### config.mk
export PLATFORM = sky130hd
export DESIGN_NAME = decode_top
export DESIGN_NICKNAME = d
export VERILOG_FILES = /design/src/verilog/decode_pkg.sv /design/src/verilog/ctrl_bus_if.sv /design/src/verilog/branch_unit.sv /design/src/verilog/control_unit.sv /design/src/verilog/decode_top.sv /design/src/verilog/id_ex_register.sv /design/src/verilog/register_file.sv
export SDC_FILE = /design/constraint.sdc
export NUM_CORES = 2
export LEC_CHECK = 0
export BUFFER_PORTS_ARGS = -buffer_cell sky130_fd_sc_hd__buf_2
export CAP_MARGIN = 10
export CORE_ASPECT_RATIO = 1.5
export CORE_MARGIN = 3
export CORE_UTILIZATION = 35
export CTS_CLUSTER_SIZE = 20
export DETAILED_ROUTE_END_ITERATION = 16
export PLACE_DENSITY_LB_ADDON = 0.08
export SLEW_MARGIN = 10
export SYNTH_ARGS = -nofsm -noshare
export SYNTH_HDL_FRONTEND = slang
export SYNTH_SLANG_ARGS = --single-unit
### constraint.sdc
create_clock -name clock -period 7.2 [get_ports clock]
set_input_delay 0.72 -clock clock [delete_from_list [all_inputs] [get_ports clock]]
set_output_delay 0.72 -clock clock [all_outputs]
set_load 0.05 [all_outputs]
### src/verilog/decode_pkg.sv
package decode_pkg;

    localparam int data_width     = 32;
    localparam int reg_addr_width = 5;

    // Instruction field positions
    localparam int op_msb    = 31;
    localparam int op_lsb    = 26;
    localparam int rs_msb    = 25;
    localparam int rs_lsb    = 21;
    localparam int rt_msb    = 20;
    localparam int rt_lsb    = 16;
    localparam int rd_msb    = 15;
    localparam int rd_lsb    = 11;
    localparam int shamt_msb = 10;
    localparam int shamt_lsb = 6;
    localparam int funct_msb = 5;
    localparam int funct_lsb = 0;
    localparam int imm_msb   = 15;
    localparam int imm_lsb   = 0;
    localparam int index_msb = 25;
    localparam int index_lsb = 0;

    typedef enum logic [5:0] {
        op_special = 6'h00, op_j     = 6'h02, op_beq   = 6'h04, op_bne  = 6'h05,
        op_blez    = 6'h06, op_bgtz  = 6'h07, op_addi  = 6'h08, op_addiu = 6'h09,
        op_slti    = 6'h0a, op_sltiu = 6'h0b, op_andi  = 6'h0c, op_ori  = 6'h0d,
        op_xori    = 6'h0e, op_lw    = 6'h23, op_sw    = 6'h2b
    } opcode_t;

    typedef enum logic [5:0] {
        fn_sll  = 6'h00, fn_srl  = 6'h02, fn_sra = 6'h03, fn_jr  = 6'h08,
        fn_add  = 6'h20, fn_addu = 6'h21, fn_sub = 6'h22, fn_subu = 6'h23,
        fn_and  = 6'h24, fn_or   = 6'h25, fn_xor = 6'h26, fn_nor = 6'h27,
        fn_slt  = 6'h2a, fn_sltu = 6'h2b
    } funct_t;

    typedef enum logic [2:0] {
        alu_add, alu_sub, alu_and, alu_or, alu_xor, alu_nor, alu_slt
    } alu_op_t;

    typedef enum logic [1:0] {
        shift_sll, shift_srl, shift_sra
    } shift_op_t;

    typedef enum logic [1:0] {
        comp_eq, comp_ne, comp_lez, comp_gtz
    } comp_op_t;

    typedef enum logic [1:0] {
        branch_none, branch_always, branch_conditional
    } branch_kind_t;

    // Where the redirect target comes from
    typedef enum logic [1:0] {
        pc_branch, pc_jump, pc_register
    } pc_type_t;

endpackage

### src/verilog/ctrl_bus_if.sv
interface ctrl_bus_if;

    decode_pkg::alu_op_t      alu_op;
    decode_pkg::shift_op_t    shift_op;
    logic                     use_shift;
    logic                     use_imm;
    logic                     zero_ext_imm;
    logic                     unsigned_op;
    logic                     mem_read;
    logic                     mem_write;
    logic                     wb_from_mem;
    logic                     write_reg;
    logic                     trap_overflow;
    logic                     dest_is_rd;
    decode_pkg::branch_kind_t branch_kind;
    decode_pkg::comp_op_t     comp_op;
    decode_pkg::pc_type_t     pc_type;

    modport decoder (
        output alu_op, shift_op, use_shift, use_imm, zero_ext_imm, unsigned_op,
        output mem_read, mem_write, wb_from_mem, write_reg, trap_overflow, dest_is_rd,
        output branch_kind, comp_op, pc_type
    );

    modport branch (input branch_kind, comp_op, pc_type);

    modport stage (
        input alu_op, shift_op, use_shift, use_imm, zero_ext_imm, unsigned_op,
        input mem_read, mem_write, wb_from_mem, write_reg, trap_overflow, dest_is_rd
    );

endinterface

### src/verilog/branch_unit.sv
module branch_unit (
    input  logic [decode_pkg::data_width-1:0] instruction,
    input  logic [decode_pkg::data_width-1:0] next_pc,
    input  logic [decode_pkg::data_width-1:0] rs_data,
    input  logic [decode_pkg::data_width-1:0] rt_data,
    input  logic                              enable,
    ctrl_bus_if.branch                        ctrl,
    output logic                              pc_redirect,
    output logic [decode_pkg::data_width-1:0] pc_target
);

    logic                              taken;
    logic [decode_pkg::data_width-1:0] imm_ext;
    logic [decode_pkg::data_width-1:0] branch_target;
    logic [decode_pkg::data_width-1:0] jump_target;

    always_comb begin
        case (ctrl.comp_op)
            decode_pkg::comp_eq:  taken = (rs_data == rt_data);
            decode_pkg::comp_ne:  taken = (rs_data != rt_data);
            decode_pkg::comp_lez: taken = ($signed(rs_data) <= 0);
            default:              taken = ($signed(rs_data) > 0);
        endcase
    end

    assign imm_ext = {{16{instruction[decode_pkg::imm_msb]}},
                      instruction[decode_pkg::imm_msb:decode_pkg::imm_lsb]};
    assign branch_target = next_pc + (imm_ext << 2);

    // Region index keeps the upper nibble of the next PC
    assign jump_target = {next_pc[31:28],
                          instruction[decode_pkg::index_msb:decode_pkg::index_lsb], 2'b00};

    always_comb begin
        case (ctrl.pc_type)
            decode_pkg::pc_jump:     pc_target = jump_target;
            decode_pkg::pc_register: pc_target = rs_data;
            default:                 pc_target = branch_target;
        endcase
    end

    assign pc_redirect = enable && ((ctrl.branch_kind == decode_pkg::branch_always) ||
                         ((ctrl.branch_kind == decode_pkg::branch_conditional) && taken));

endmodule

### src/verilog/control_unit.sv
module control_unit (
    input  logic [decode_pkg::data_width-1:0] instruction,
    ctrl_bus_if.decoder                       ctrl
);

    decode_pkg::opcode_t op;
    decode_pkg::funct_t  funct;

    assign op    = decode_pkg::opcode_t'(instruction[decode_pkg::op_msb:decode_pkg::op_lsb]);
    assign funct = decode_pkg::funct_t'(instruction[decode_pkg::funct_msb:decode_pkg::funct_lsb]);

    always_comb begin
        // No-op bundle unless a known encoding matches
        ctrl.alu_op        = decode_pkg::alu_add;
        ctrl.shift_op      = decode_pkg::shift_sll;
        ctrl.use_shift     = 1'b0;
        ctrl.use_imm       = 1'b0;
        ctrl.zero_ext_imm  = 1'b0;
        ctrl.unsigned_op   = 1'b0;
        ctrl.mem_read      = 1'b0;
        ctrl.mem_write     = 1'b0;
        ctrl.wb_from_mem   = 1'b0;
        ctrl.write_reg     = 1'b0;
        ctrl.trap_overflow = 1'b0;
        ctrl.dest_is_rd    = 1'b0;
        ctrl.branch_kind   = decode_pkg::branch_none;
        ctrl.comp_op       = decode_pkg::comp_eq;
        ctrl.pc_type       = decode_pkg::pc_branch;

        case (op)
            decode_pkg::op_special: begin
                ctrl.write_reg  = 1'b1;
                ctrl.dest_is_rd = 1'b1;
                case (funct)
                    decode_pkg::fn_add: ctrl.trap_overflow = 1'b1;
                    decode_pkg::fn_addu: ctrl.unsigned_op = 1'b1;
                    decode_pkg::fn_sub: begin
                        ctrl.alu_op        = decode_pkg::alu_sub;
                        ctrl.trap_overflow = 1'b1;
                    end
                    decode_pkg::fn_subu: begin
                        ctrl.alu_op      = decode_pkg::alu_sub;
                        ctrl.unsigned_op = 1'b1;
                    end
                    decode_pkg::fn_and: ctrl.alu_op = decode_pkg::alu_and;
                    decode_pkg::fn_or:  ctrl.alu_op = decode_pkg::alu_or;
                    decode_pkg::fn_xor: ctrl.alu_op = decode_pkg::alu_xor;
                    decode_pkg::fn_nor: ctrl.alu_op = decode_pkg::alu_nor;
                    decode_pkg::fn_slt: ctrl.alu_op = decode_pkg::alu_slt;
                    decode_pkg::fn_sltu: begin
                        ctrl.alu_op      = decode_pkg::alu_slt;
                        ctrl.unsigned_op = 1'b1;
                    end
                    decode_pkg::fn_sll: ctrl.use_shift = 1'b1;
                    decode_pkg::fn_srl: begin
                        ctrl.use_shift = 1'b1;
                        ctrl.shift_op  = decode_pkg::shift_srl;
                    end
                    decode_pkg::fn_sra: begin
                        ctrl.use_shift = 1'b1;
                        ctrl.shift_op  = decode_pkg::shift_sra;
                    end
                    decode_pkg::fn_jr: begin
                        ctrl.write_reg   = 1'b0;
                        ctrl.dest_is_rd  = 1'b0;
                        ctrl.branch_kind = decode_pkg::branch_always;
                        ctrl.pc_type     = decode_pkg::pc_register;
                    end
                    default: begin
                        ctrl.write_reg  = 1'b0;
                        ctrl.dest_is_rd = 1'b0;
                    end
                endcase
            end
            decode_pkg::op_addi, decode_pkg::op_addiu, decode_pkg::op_slti,
            decode_pkg::op_sltiu, decode_pkg::op_andi, decode_pkg::op_ori,
            decode_pkg::op_xori: begin
                ctrl.use_imm   = 1'b1;
                ctrl.write_reg = 1'b1;
                case (op)
                    decode_pkg::op_addi:  ctrl.trap_overflow = 1'b1;
                    decode_pkg::op_addiu: ctrl.unsigned_op = 1'b1;
                    decode_pkg::op_slti:  ctrl.alu_op = decode_pkg::alu_slt;
                    decode_pkg::op_sltiu: begin
                        ctrl.alu_op      = decode_pkg::alu_slt;
                        ctrl.unsigned_op = 1'b1;
                    end
                    decode_pkg::op_andi: ctrl.alu_op = decode_pkg::alu_and;
                    decode_pkg::op_ori:  ctrl.alu_op = decode_pkg::alu_or;
                    default:             ctrl.alu_op = decode_pkg::alu_xor;
                endcase
                // Logical immediates are zero extended
                ctrl.zero_ext_imm = (op == decode_pkg::op_andi) || (op == decode_pkg::op_ori)
                                    || (op == decode_pkg::op_xori);
            end
            decode_pkg::op_lw: begin
                ctrl.use_imm     = 1'b1;
                ctrl.mem_read    = 1'b1;
                ctrl.wb_from_mem = 1'b1;
                ctrl.write_reg   = 1'b1;
            end
            decode_pkg::op_sw: begin
                ctrl.use_imm   = 1'b1;
                ctrl.mem_write = 1'b1;
            end
            decode_pkg::op_beq, decode_pkg::op_bne, decode_pkg::op_blez,
            decode_pkg::op_bgtz: begin
                ctrl.branch_kind = decode_pkg::branch_conditional;
                // Low two opcode bits select the comparison
                ctrl.comp_op = decode_pkg::comp_op_t'(op[1:0]);
            end
            decode_pkg::op_j: begin
                ctrl.branch_kind = decode_pkg::branch_always;
                ctrl.pc_type     = decode_pkg::pc_jump;
            end
            default: ;
        endcase
    end

endmodule

### src/verilog/decode_top.sv
module decode_top (
    input  logic                                  clock,
    input  logic                                  reset,
    input  logic                                  in_valid,
    output logic                                  in_ready,
    input  logic [decode_pkg::data_width-1:0]     in_instruction,
    input  logic [decode_pkg::data_width-1:0]     in_next_pc,
    output logic                                  pc_redirect,
    output logic [decode_pkg::data_width-1:0]     pc_target,
    output decode_pkg::pc_type_t                  pc_type,
    output logic                                  ex_valid,
    input  logic                                  ex_ready,
    output decode_pkg::alu_op_t                   ex_alu_op,
    output decode_pkg::shift_op_t                 ex_shift_op,
    output logic                                  ex_use_shift,
    output logic                                  ex_use_imm,
    output logic                                  ex_unsigned,
    output logic                                  ex_mem_read,
    output logic                                  ex_mem_write,
    output logic                                  ex_wb_from_mem,
    output logic                                  ex_write_reg,
    output logic                                  ex_trap_overflow,
    output logic [decode_pkg::reg_addr_width-1:0] ex_dest,
    output logic [decode_pkg::data_width-1:0]     ex_rega,
    output logic [decode_pkg::data_width-1:0]     ex_regb,
    output logic [decode_pkg::data_width-1:0]     ex_imm,
    output logic [4:0]                            ex_shamt,
    input  logic                                  wb_write,
    input  logic [decode_pkg::reg_addr_width-1:0] wb_addr,
    input  logic [decode_pkg::data_width-1:0]     wb_data
);

    logic [decode_pkg::data_width-1:0] rs_data;
    logic [decode_pkg::data_width-1:0] rt_data;
    logic                              accept;

    ctrl_bus_if ctrl_bus ();

    assign accept  = in_valid && in_ready;
    assign pc_type = ctrl_bus.pc_type;

    register_file u_register_file (
        .clock      (clock),
        .reset      (reset),
        .addr_a     (in_instruction[decode_pkg::rs_msb:decode_pkg::rs_lsb]),
        .addr_b     (in_instruction[decode_pkg::rt_msb:decode_pkg::rt_lsb]),
        .data_a     (rs_data),
        .data_b     (rt_data),
        .write      (wb_write),
        .write_addr (wb_addr),
        .write_data (wb_data)
    );

    control_unit u_control_unit (
        .instruction (in_instruction),
        .ctrl        (ctrl_bus.decoder)
    );

    // Redirect only for an instruction accepted this cycle
    branch_unit u_branch_unit (
        .instruction (in_instruction),
        .next_pc     (in_next_pc),
        .rs_data     (rs_data),
        .rt_data     (rt_data),
        .enable      (accept),
        .ctrl        (ctrl_bus.branch),
        .pc_redirect (pc_redirect),
        .pc_target   (pc_target)
    );

    id_ex_register u_id_ex_register (
        .clock (clock), .reset (reset),
        .instruction (in_instruction), .rs_data (rs_data), .rt_data (rt_data),
        .ctrl (ctrl_bus.stage),
        .in_valid (in_valid), .ex_ready (ex_ready), .in_ready (in_ready),
        .ex_valid (ex_valid), .ex_alu_op (ex_alu_op), .ex_shift_op (ex_shift_op),
        .ex_use_shift (ex_use_shift), .ex_use_imm (ex_use_imm), .ex_unsigned (ex_unsigned),
        .ex_mem_read (ex_mem_read), .ex_mem_write (ex_mem_write),
        .ex_wb_from_mem (ex_wb_from_mem), .ex_write_reg (ex_write_reg),
        .ex_trap_overflow (ex_trap_overflow), .ex_dest (ex_dest),
        .ex_rega (ex_rega), .ex_regb (ex_regb), .ex_imm (ex_imm), .ex_shamt (ex_shamt)
    );

endmodule

### src/verilog/id_ex_register.sv
module id_ex_register (
    input  logic                                  clock,
    input  logic                                  reset,
    input  logic [decode_pkg::data_width-1:0]     instruction,
    input  logic [decode_pkg::data_width-1:0]     rs_data,
    input  logic [decode_pkg::data_width-1:0]     rt_data,
    ctrl_bus_if.stage                             ctrl,
    input  logic                                  in_valid,
    input  logic                                  ex_ready,
    output logic                                  in_ready,
    output logic                                  ex_valid,
    output decode_pkg::alu_op_t                   ex_alu_op,
    output decode_pkg::shift_op_t                 ex_shift_op,
    output logic                                  ex_use_shift,
    output logic                                  ex_use_imm,
    output logic                                  ex_unsigned,
    output logic                                  ex_mem_read,
    output logic                                  ex_mem_write,
    output logic                                  ex_wb_from_mem,
    output logic                                  ex_write_reg,
    output logic                                  ex_trap_overflow,
    output logic [decode_pkg::reg_addr_width-1:0] ex_dest,
    output logic [decode_pkg::data_width-1:0]     ex_rega,
    output logic [decode_pkg::data_width-1:0]     ex_regb,
    output logic [decode_pkg::data_width-1:0]     ex_imm,
    output logic [4:0]                            ex_shamt
);

    logic        accept;
    logic [15:0] imm;

    // Empty, or draining into execute this cycle
    assign in_ready = !ex_valid || ex_ready;
    assign accept   = in_valid && in_ready;
    assign imm      = instruction[decode_pkg::imm_msb:decode_pkg::imm_lsb];

    always_ff @(posedge clock or negedge reset) begin
        if (!reset) begin
            ex_valid         <= 1'b0;
            ex_alu_op        <= decode_pkg::alu_add;
            ex_shift_op      <= decode_pkg::shift_sll;
            ex_use_shift     <= 1'b0;
            ex_use_imm       <= 1'b0;
            ex_unsigned      <= 1'b0;
            ex_mem_read      <= 1'b0;
            ex_mem_write     <= 1'b0;
            ex_wb_from_mem   <= 1'b0;
            ex_write_reg     <= 1'b0;
            ex_trap_overflow <= 1'b0;
        end else if (accept) begin
            ex_valid         <= 1'b1;
            ex_alu_op        <= ctrl.alu_op;
            ex_shift_op      <= ctrl.shift_op;
            ex_use_shift     <= ctrl.use_shift;
            ex_use_imm       <= ctrl.use_imm;
            ex_unsigned      <= ctrl.unsigned_op;
            ex_mem_read      <= ctrl.mem_read;
            ex_mem_write     <= ctrl.mem_write;
            ex_wb_from_mem   <= ctrl.wb_from_mem;
            ex_write_reg     <= ctrl.write_reg;
            ex_trap_overflow <= ctrl.trap_overflow;
        end else if (ex_ready) begin
            ex_valid <= 1'b0;
        end
    end

    always_ff @(posedge clock) begin
        if (accept) begin
            ex_rega  <= rs_data;
            ex_regb  <= rt_data;
            ex_imm   <= ctrl.zero_ext_imm ? {16'h0000, imm} : {{16{imm[15]}}, imm};
            ex_shamt <= instruction[decode_pkg::shamt_msb:decode_pkg::shamt_lsb];
            ex_dest  <= ctrl.dest_is_rd ? instruction[decode_pkg::rd_msb:decode_pkg::rd_lsb]
                                        : instruction[decode_pkg::rt_msb:decode_pkg::rt_lsb];
        end
    end

endmodule

### src/verilog/register_file.sv
module register_file (
    input  logic                                  clock,
    input  logic                                  reset,
    input  logic [decode_pkg::reg_addr_width-1:0] addr_a,
    input  logic [decode_pkg::reg_addr_width-1:0] addr_b,
    output logic [decode_pkg::data_width-1:0]     data_a,
    output logic [decode_pkg::data_width-1:0]     data_b,
    input  logic                                  write,
    input  logic [decode_pkg::reg_addr_width-1:0] write_addr,
    input  logic [decode_pkg::data_width-1:0]     write_data
);

    logic [decode_pkg::data_width-1:0] regs [1:31];

    always_ff @(posedge clock or negedge reset) begin
        if (!reset) begin
            for (int i = 1; i < 32; i++) begin
                regs[i] <= '0;
            end
        end else if (write && (write_addr != '0)) begin
            regs[write_addr] <= write_data;
        end
    end

    // Register 0 always reads as zero
    assign data_a = (addr_a == '0) ? '0 : regs[addr_a];
    assign data_b = (addr_b == '0) ? '0 : regs[addr_b];

endmodule
==> flow_summary.ini <==
[global_routing]
grt_use_total_pct = 27.7
grt_pass1_vias = 42200
grt_start_max_net_pins = 160
grt_remaining_overflow = 0
grt_first_pass_wirelength_mm = 342
initial_antenna_violation_count = 17

[timing]
setup_clock_skew_after_layout_ps = 18.5
finalWorstPathRequiredPeriod_ps = 6980
final_max_slew_viol_count = 0
max_slew_margin_pct = 20.9
setup_viol_count_final = 0
totalNegativeSetupSlack_ps = 0
f_max_mhz = 143
hold_violations = 0
worstMarginPinSlew_ps = 1190
final.period_utilization_pct = 96.9
grt_setup_unrepaired = false

[detailed_routing]
drt_iter0_drc = 3125
antenna_viol_nets_final = 0
detailed_route_drc_error_count = 0
routed_via_count = 41300
routed_wire_length_per_instance_um = 36.0
routed_wl_mm = 245
avgViaCountPerCell = 6.07
detail_route.first_pass.iterations = 5

[placement]
io_buffer_count = 261
placed_cell_area_sq_mm = 0.0633
dp.cells = 6574
place.gp.congestion = 0.842
sum_of_net_half_perimeters_after_detailed_placement_mm = 149

[final_layout]
layout-drive-gt1-share_pct = 46.3
layout.filler_cells = 15800
nets = 4597
largest_reg_flops = 992
largest_register = u_register_file.regs
area.growth.synth_to_final_pct = 13.9
reg.largest.list = u_register_file.regs x992, u_id_ex_register.ex_rega x32, u_id_ex_register.ex_regb x32
final_standard_cell_count_with_taps_included_and_fillers_excluded = 6794
postLayoutCellArea_sq_mm = 0.0674

[setup_path]
critPathLaunchType = input port
cp_data_arrival_time_ps = 6260
crit_path_frequent_cell = buf_4
reg2reg_setup_slack_ps = 4360
timing.critical_path.to_type = primary output
worst-path-max-fanout = 54
worst_r2r_endpoint = u_id_ex_register.ex_regb[19]$_DFFE_PP_
critical_path_rt_ps = 6480
crit_slowest_cell = a21oi_2
critical_path.endpoint = pc_redirect
worst_r2r_path_depth = 4
worst_setup_path_type = input port to primary output
crit_chain = buf_8 > buf_12 > buf_4 > mux4_2 > a22o_1 > a221o_1 > a21oi_2 > xnor2_1 > nor4_2 > buf_4 > nand4_1 > or4_1 > a211o_1 > a31oi_1 > buf_2
critPathLaunch = in_instruction[21]
reg2reg_from = u_id_ex_register.ex_valid$_DFFE_PN0P_
cpPeakStageDelay_ps = 690

[floorplan]
floorplan.initialDensity_pct = 35.3
num_rows = 184
core-area_sq_mm = 0.168
die_span_in_y_um = 510
die_area_sq_mm = 0.174
ios = 262
chipWidth_um = 342

[synthesis]
syn-cell-area_sq_mm = 0.0592
post_synth.cell_area_avg_sq_um = 13.7
synthDominantCellAreaShare_pct = 42.5
synth.area.top_cells = dfrtp_1 42%, mux2_2 20%, mux4_2 12%, mux2i_1 4.7%, edfxtp_1 4.4%
yosys.area_share.adder_pct = 0.689
synth_top_area_cell = dfrtp_1
yosysUniqueCellTypes = 74
synth_simple_gate_area_share_pct = 3.07
number_of_enable_flip_flop_cells_after_synthesis = 86
synth_mux_area_share_pct = 37.2
yosys-top-cells-count = 1073 x mux2_2, 1005 x dfrtp_1, 315 x mux4_2, 278 x mux2i_1, 250 x clkbuf_1
synth-seq-area-share_pct = 46.8
synthCells = 4328
synth-compound-area-share_pct = 7.50
yosysWarnings = 0
synth-seq-cells = 1091
synth-xor-area-share_pct = 0.888
synth_top_family_by_area = multiplexers
leading_register_cell_type_out_of_synthesis = dfrtp_1
ys_async_sr_fraction_pct = 92.1
mappedNetlistNets = 4466
yosys.cell_count.top_type = mux2_2

[clock_tree]
cts.htree.levels = 3
postCtsResizedCells = 0
cts-buffers-inserted = 114
tritoncts = done
clock_latency_ps = 750
cts_max_path_buffers = 3
root_buffer = clkbuf_16
clock-sinks = 1091
cts.clk_slew.worst_paths_ps = 60

[pwr]
p_leak_nw = 29.4
report.power.total_mw = 19.1
irDropWorstVdd_v = 0.000173
powerDensity_mw_per_mm2 = 284

[worst_hold_path]
holdCritPathClass = input port to flip-flop
hold_path_depth = 1

[job]
max_cap_viol_count = 0

[status]
status = finished clean
[layout by cell type, fill, tap and decap left out, drive strengths merged, types with 73 or more instances in the layout]
cell       n
buf      462
o22ai     82
a21oi     89
edfxtp    86
mux4     316
clkbuf   160
dfrtp   1005
mux2    1075
o21ai     73
nand2    108
nor2      95
mux2i    278
[area by class of cell]
cell class | instances | area, sq um | area share [%]
Tap cell | 2232 | 2790 | 4.14
Sequential cell | 1091 | 27700 | 41.1
Multi-Input combinational cell | 2763 | 29500 | 43.8
Antenna cell | 7 | 17.5 | 0.0260
Clock inverter | 52 | 718 | 1.07
Inverter | 26 | 103 | 0.152
Clock buffer | 160 | 3380 | 5.02
Timing Repair Buffer | 463 | 3160 | 4.69
[per-stage QoR]
stage                     worst slack [ps]  hold WS [ps]  util, %
after floorplan                       1610           424        -
after global placement                16.2           459     37.7
after detailed placement               228           461     37.7
after CTS                              233           118     40.2
after global routing                  72.5           157     40.2
final                                  220           180     40.2
[cell families after synthesis]
family | count (synthesis)
adders and majority gates | 32
DFF | 1091
muxes | 1669
xor gates and xnor gates | 60
AOI/OAI and AO/OA | 624
and+or+nand+nor | 378
buffers and inverters | 474
[where the power goes]
group	total [mW]	switching [mW]	internal, mW
logic	4.31	2.19	2.12
clock network	6.59	2.72	3.87
registers	8.22	0.859	7.36
[worst min path at each step]
stage / startpoint / endpoint
after detailed placement: u_id_ex_register.ex_shift_op[0]$_DFFE_PN0P_ / u_id_ex_register.ex_shift_op[0]$_DFFE_PN0P_
after floorplan: reset / u_id_ex_register.ex_alu_op[0]$_DFFE_PN0P_
after global routing: in_instruction[8] / u_id_ex_register.ex_shamt[2]$_DFFE_PP_
after global placement: u_id_ex_register.ex_shift_op[0]$_DFFE_PN0P_ / u_id_ex_register.ex_shift_op[0]$_DFFE_PN0P_
after CTS: in_instruction[9] / u_id_ex_register.ex_shamt[3]$_DFFE_PP_
final: in_instruction[8] / u_id_ex_register.ex_shamt[2]$_DFFE_PP_
[layer usage]
layer,GRT usage [%],wire length (um)
met1,36.1,102000
met3,4.19,14100
met2,46.6,119000
met4,10.6,10000
met5,0,53
[critical path: cells and delay by family]
family,cells,cell delay (ps)
AOI/OAI and AO/OA,5,1780
xor gates and xnor gates,1,290
buffers and inverters,5,1660
muxes,1,530
and+or+nand+nor,3,1210
[what timing repair did]
action / 4_1_cts / 5_1_grt
endpoints found under the setup margin: 0 / 0
endpoints found under the hold margin: 56 / 0
hold buffers: 1 / 0
buffers inserted: 0 / 0
Note: power is estimated with default switching activity, not from simulation.
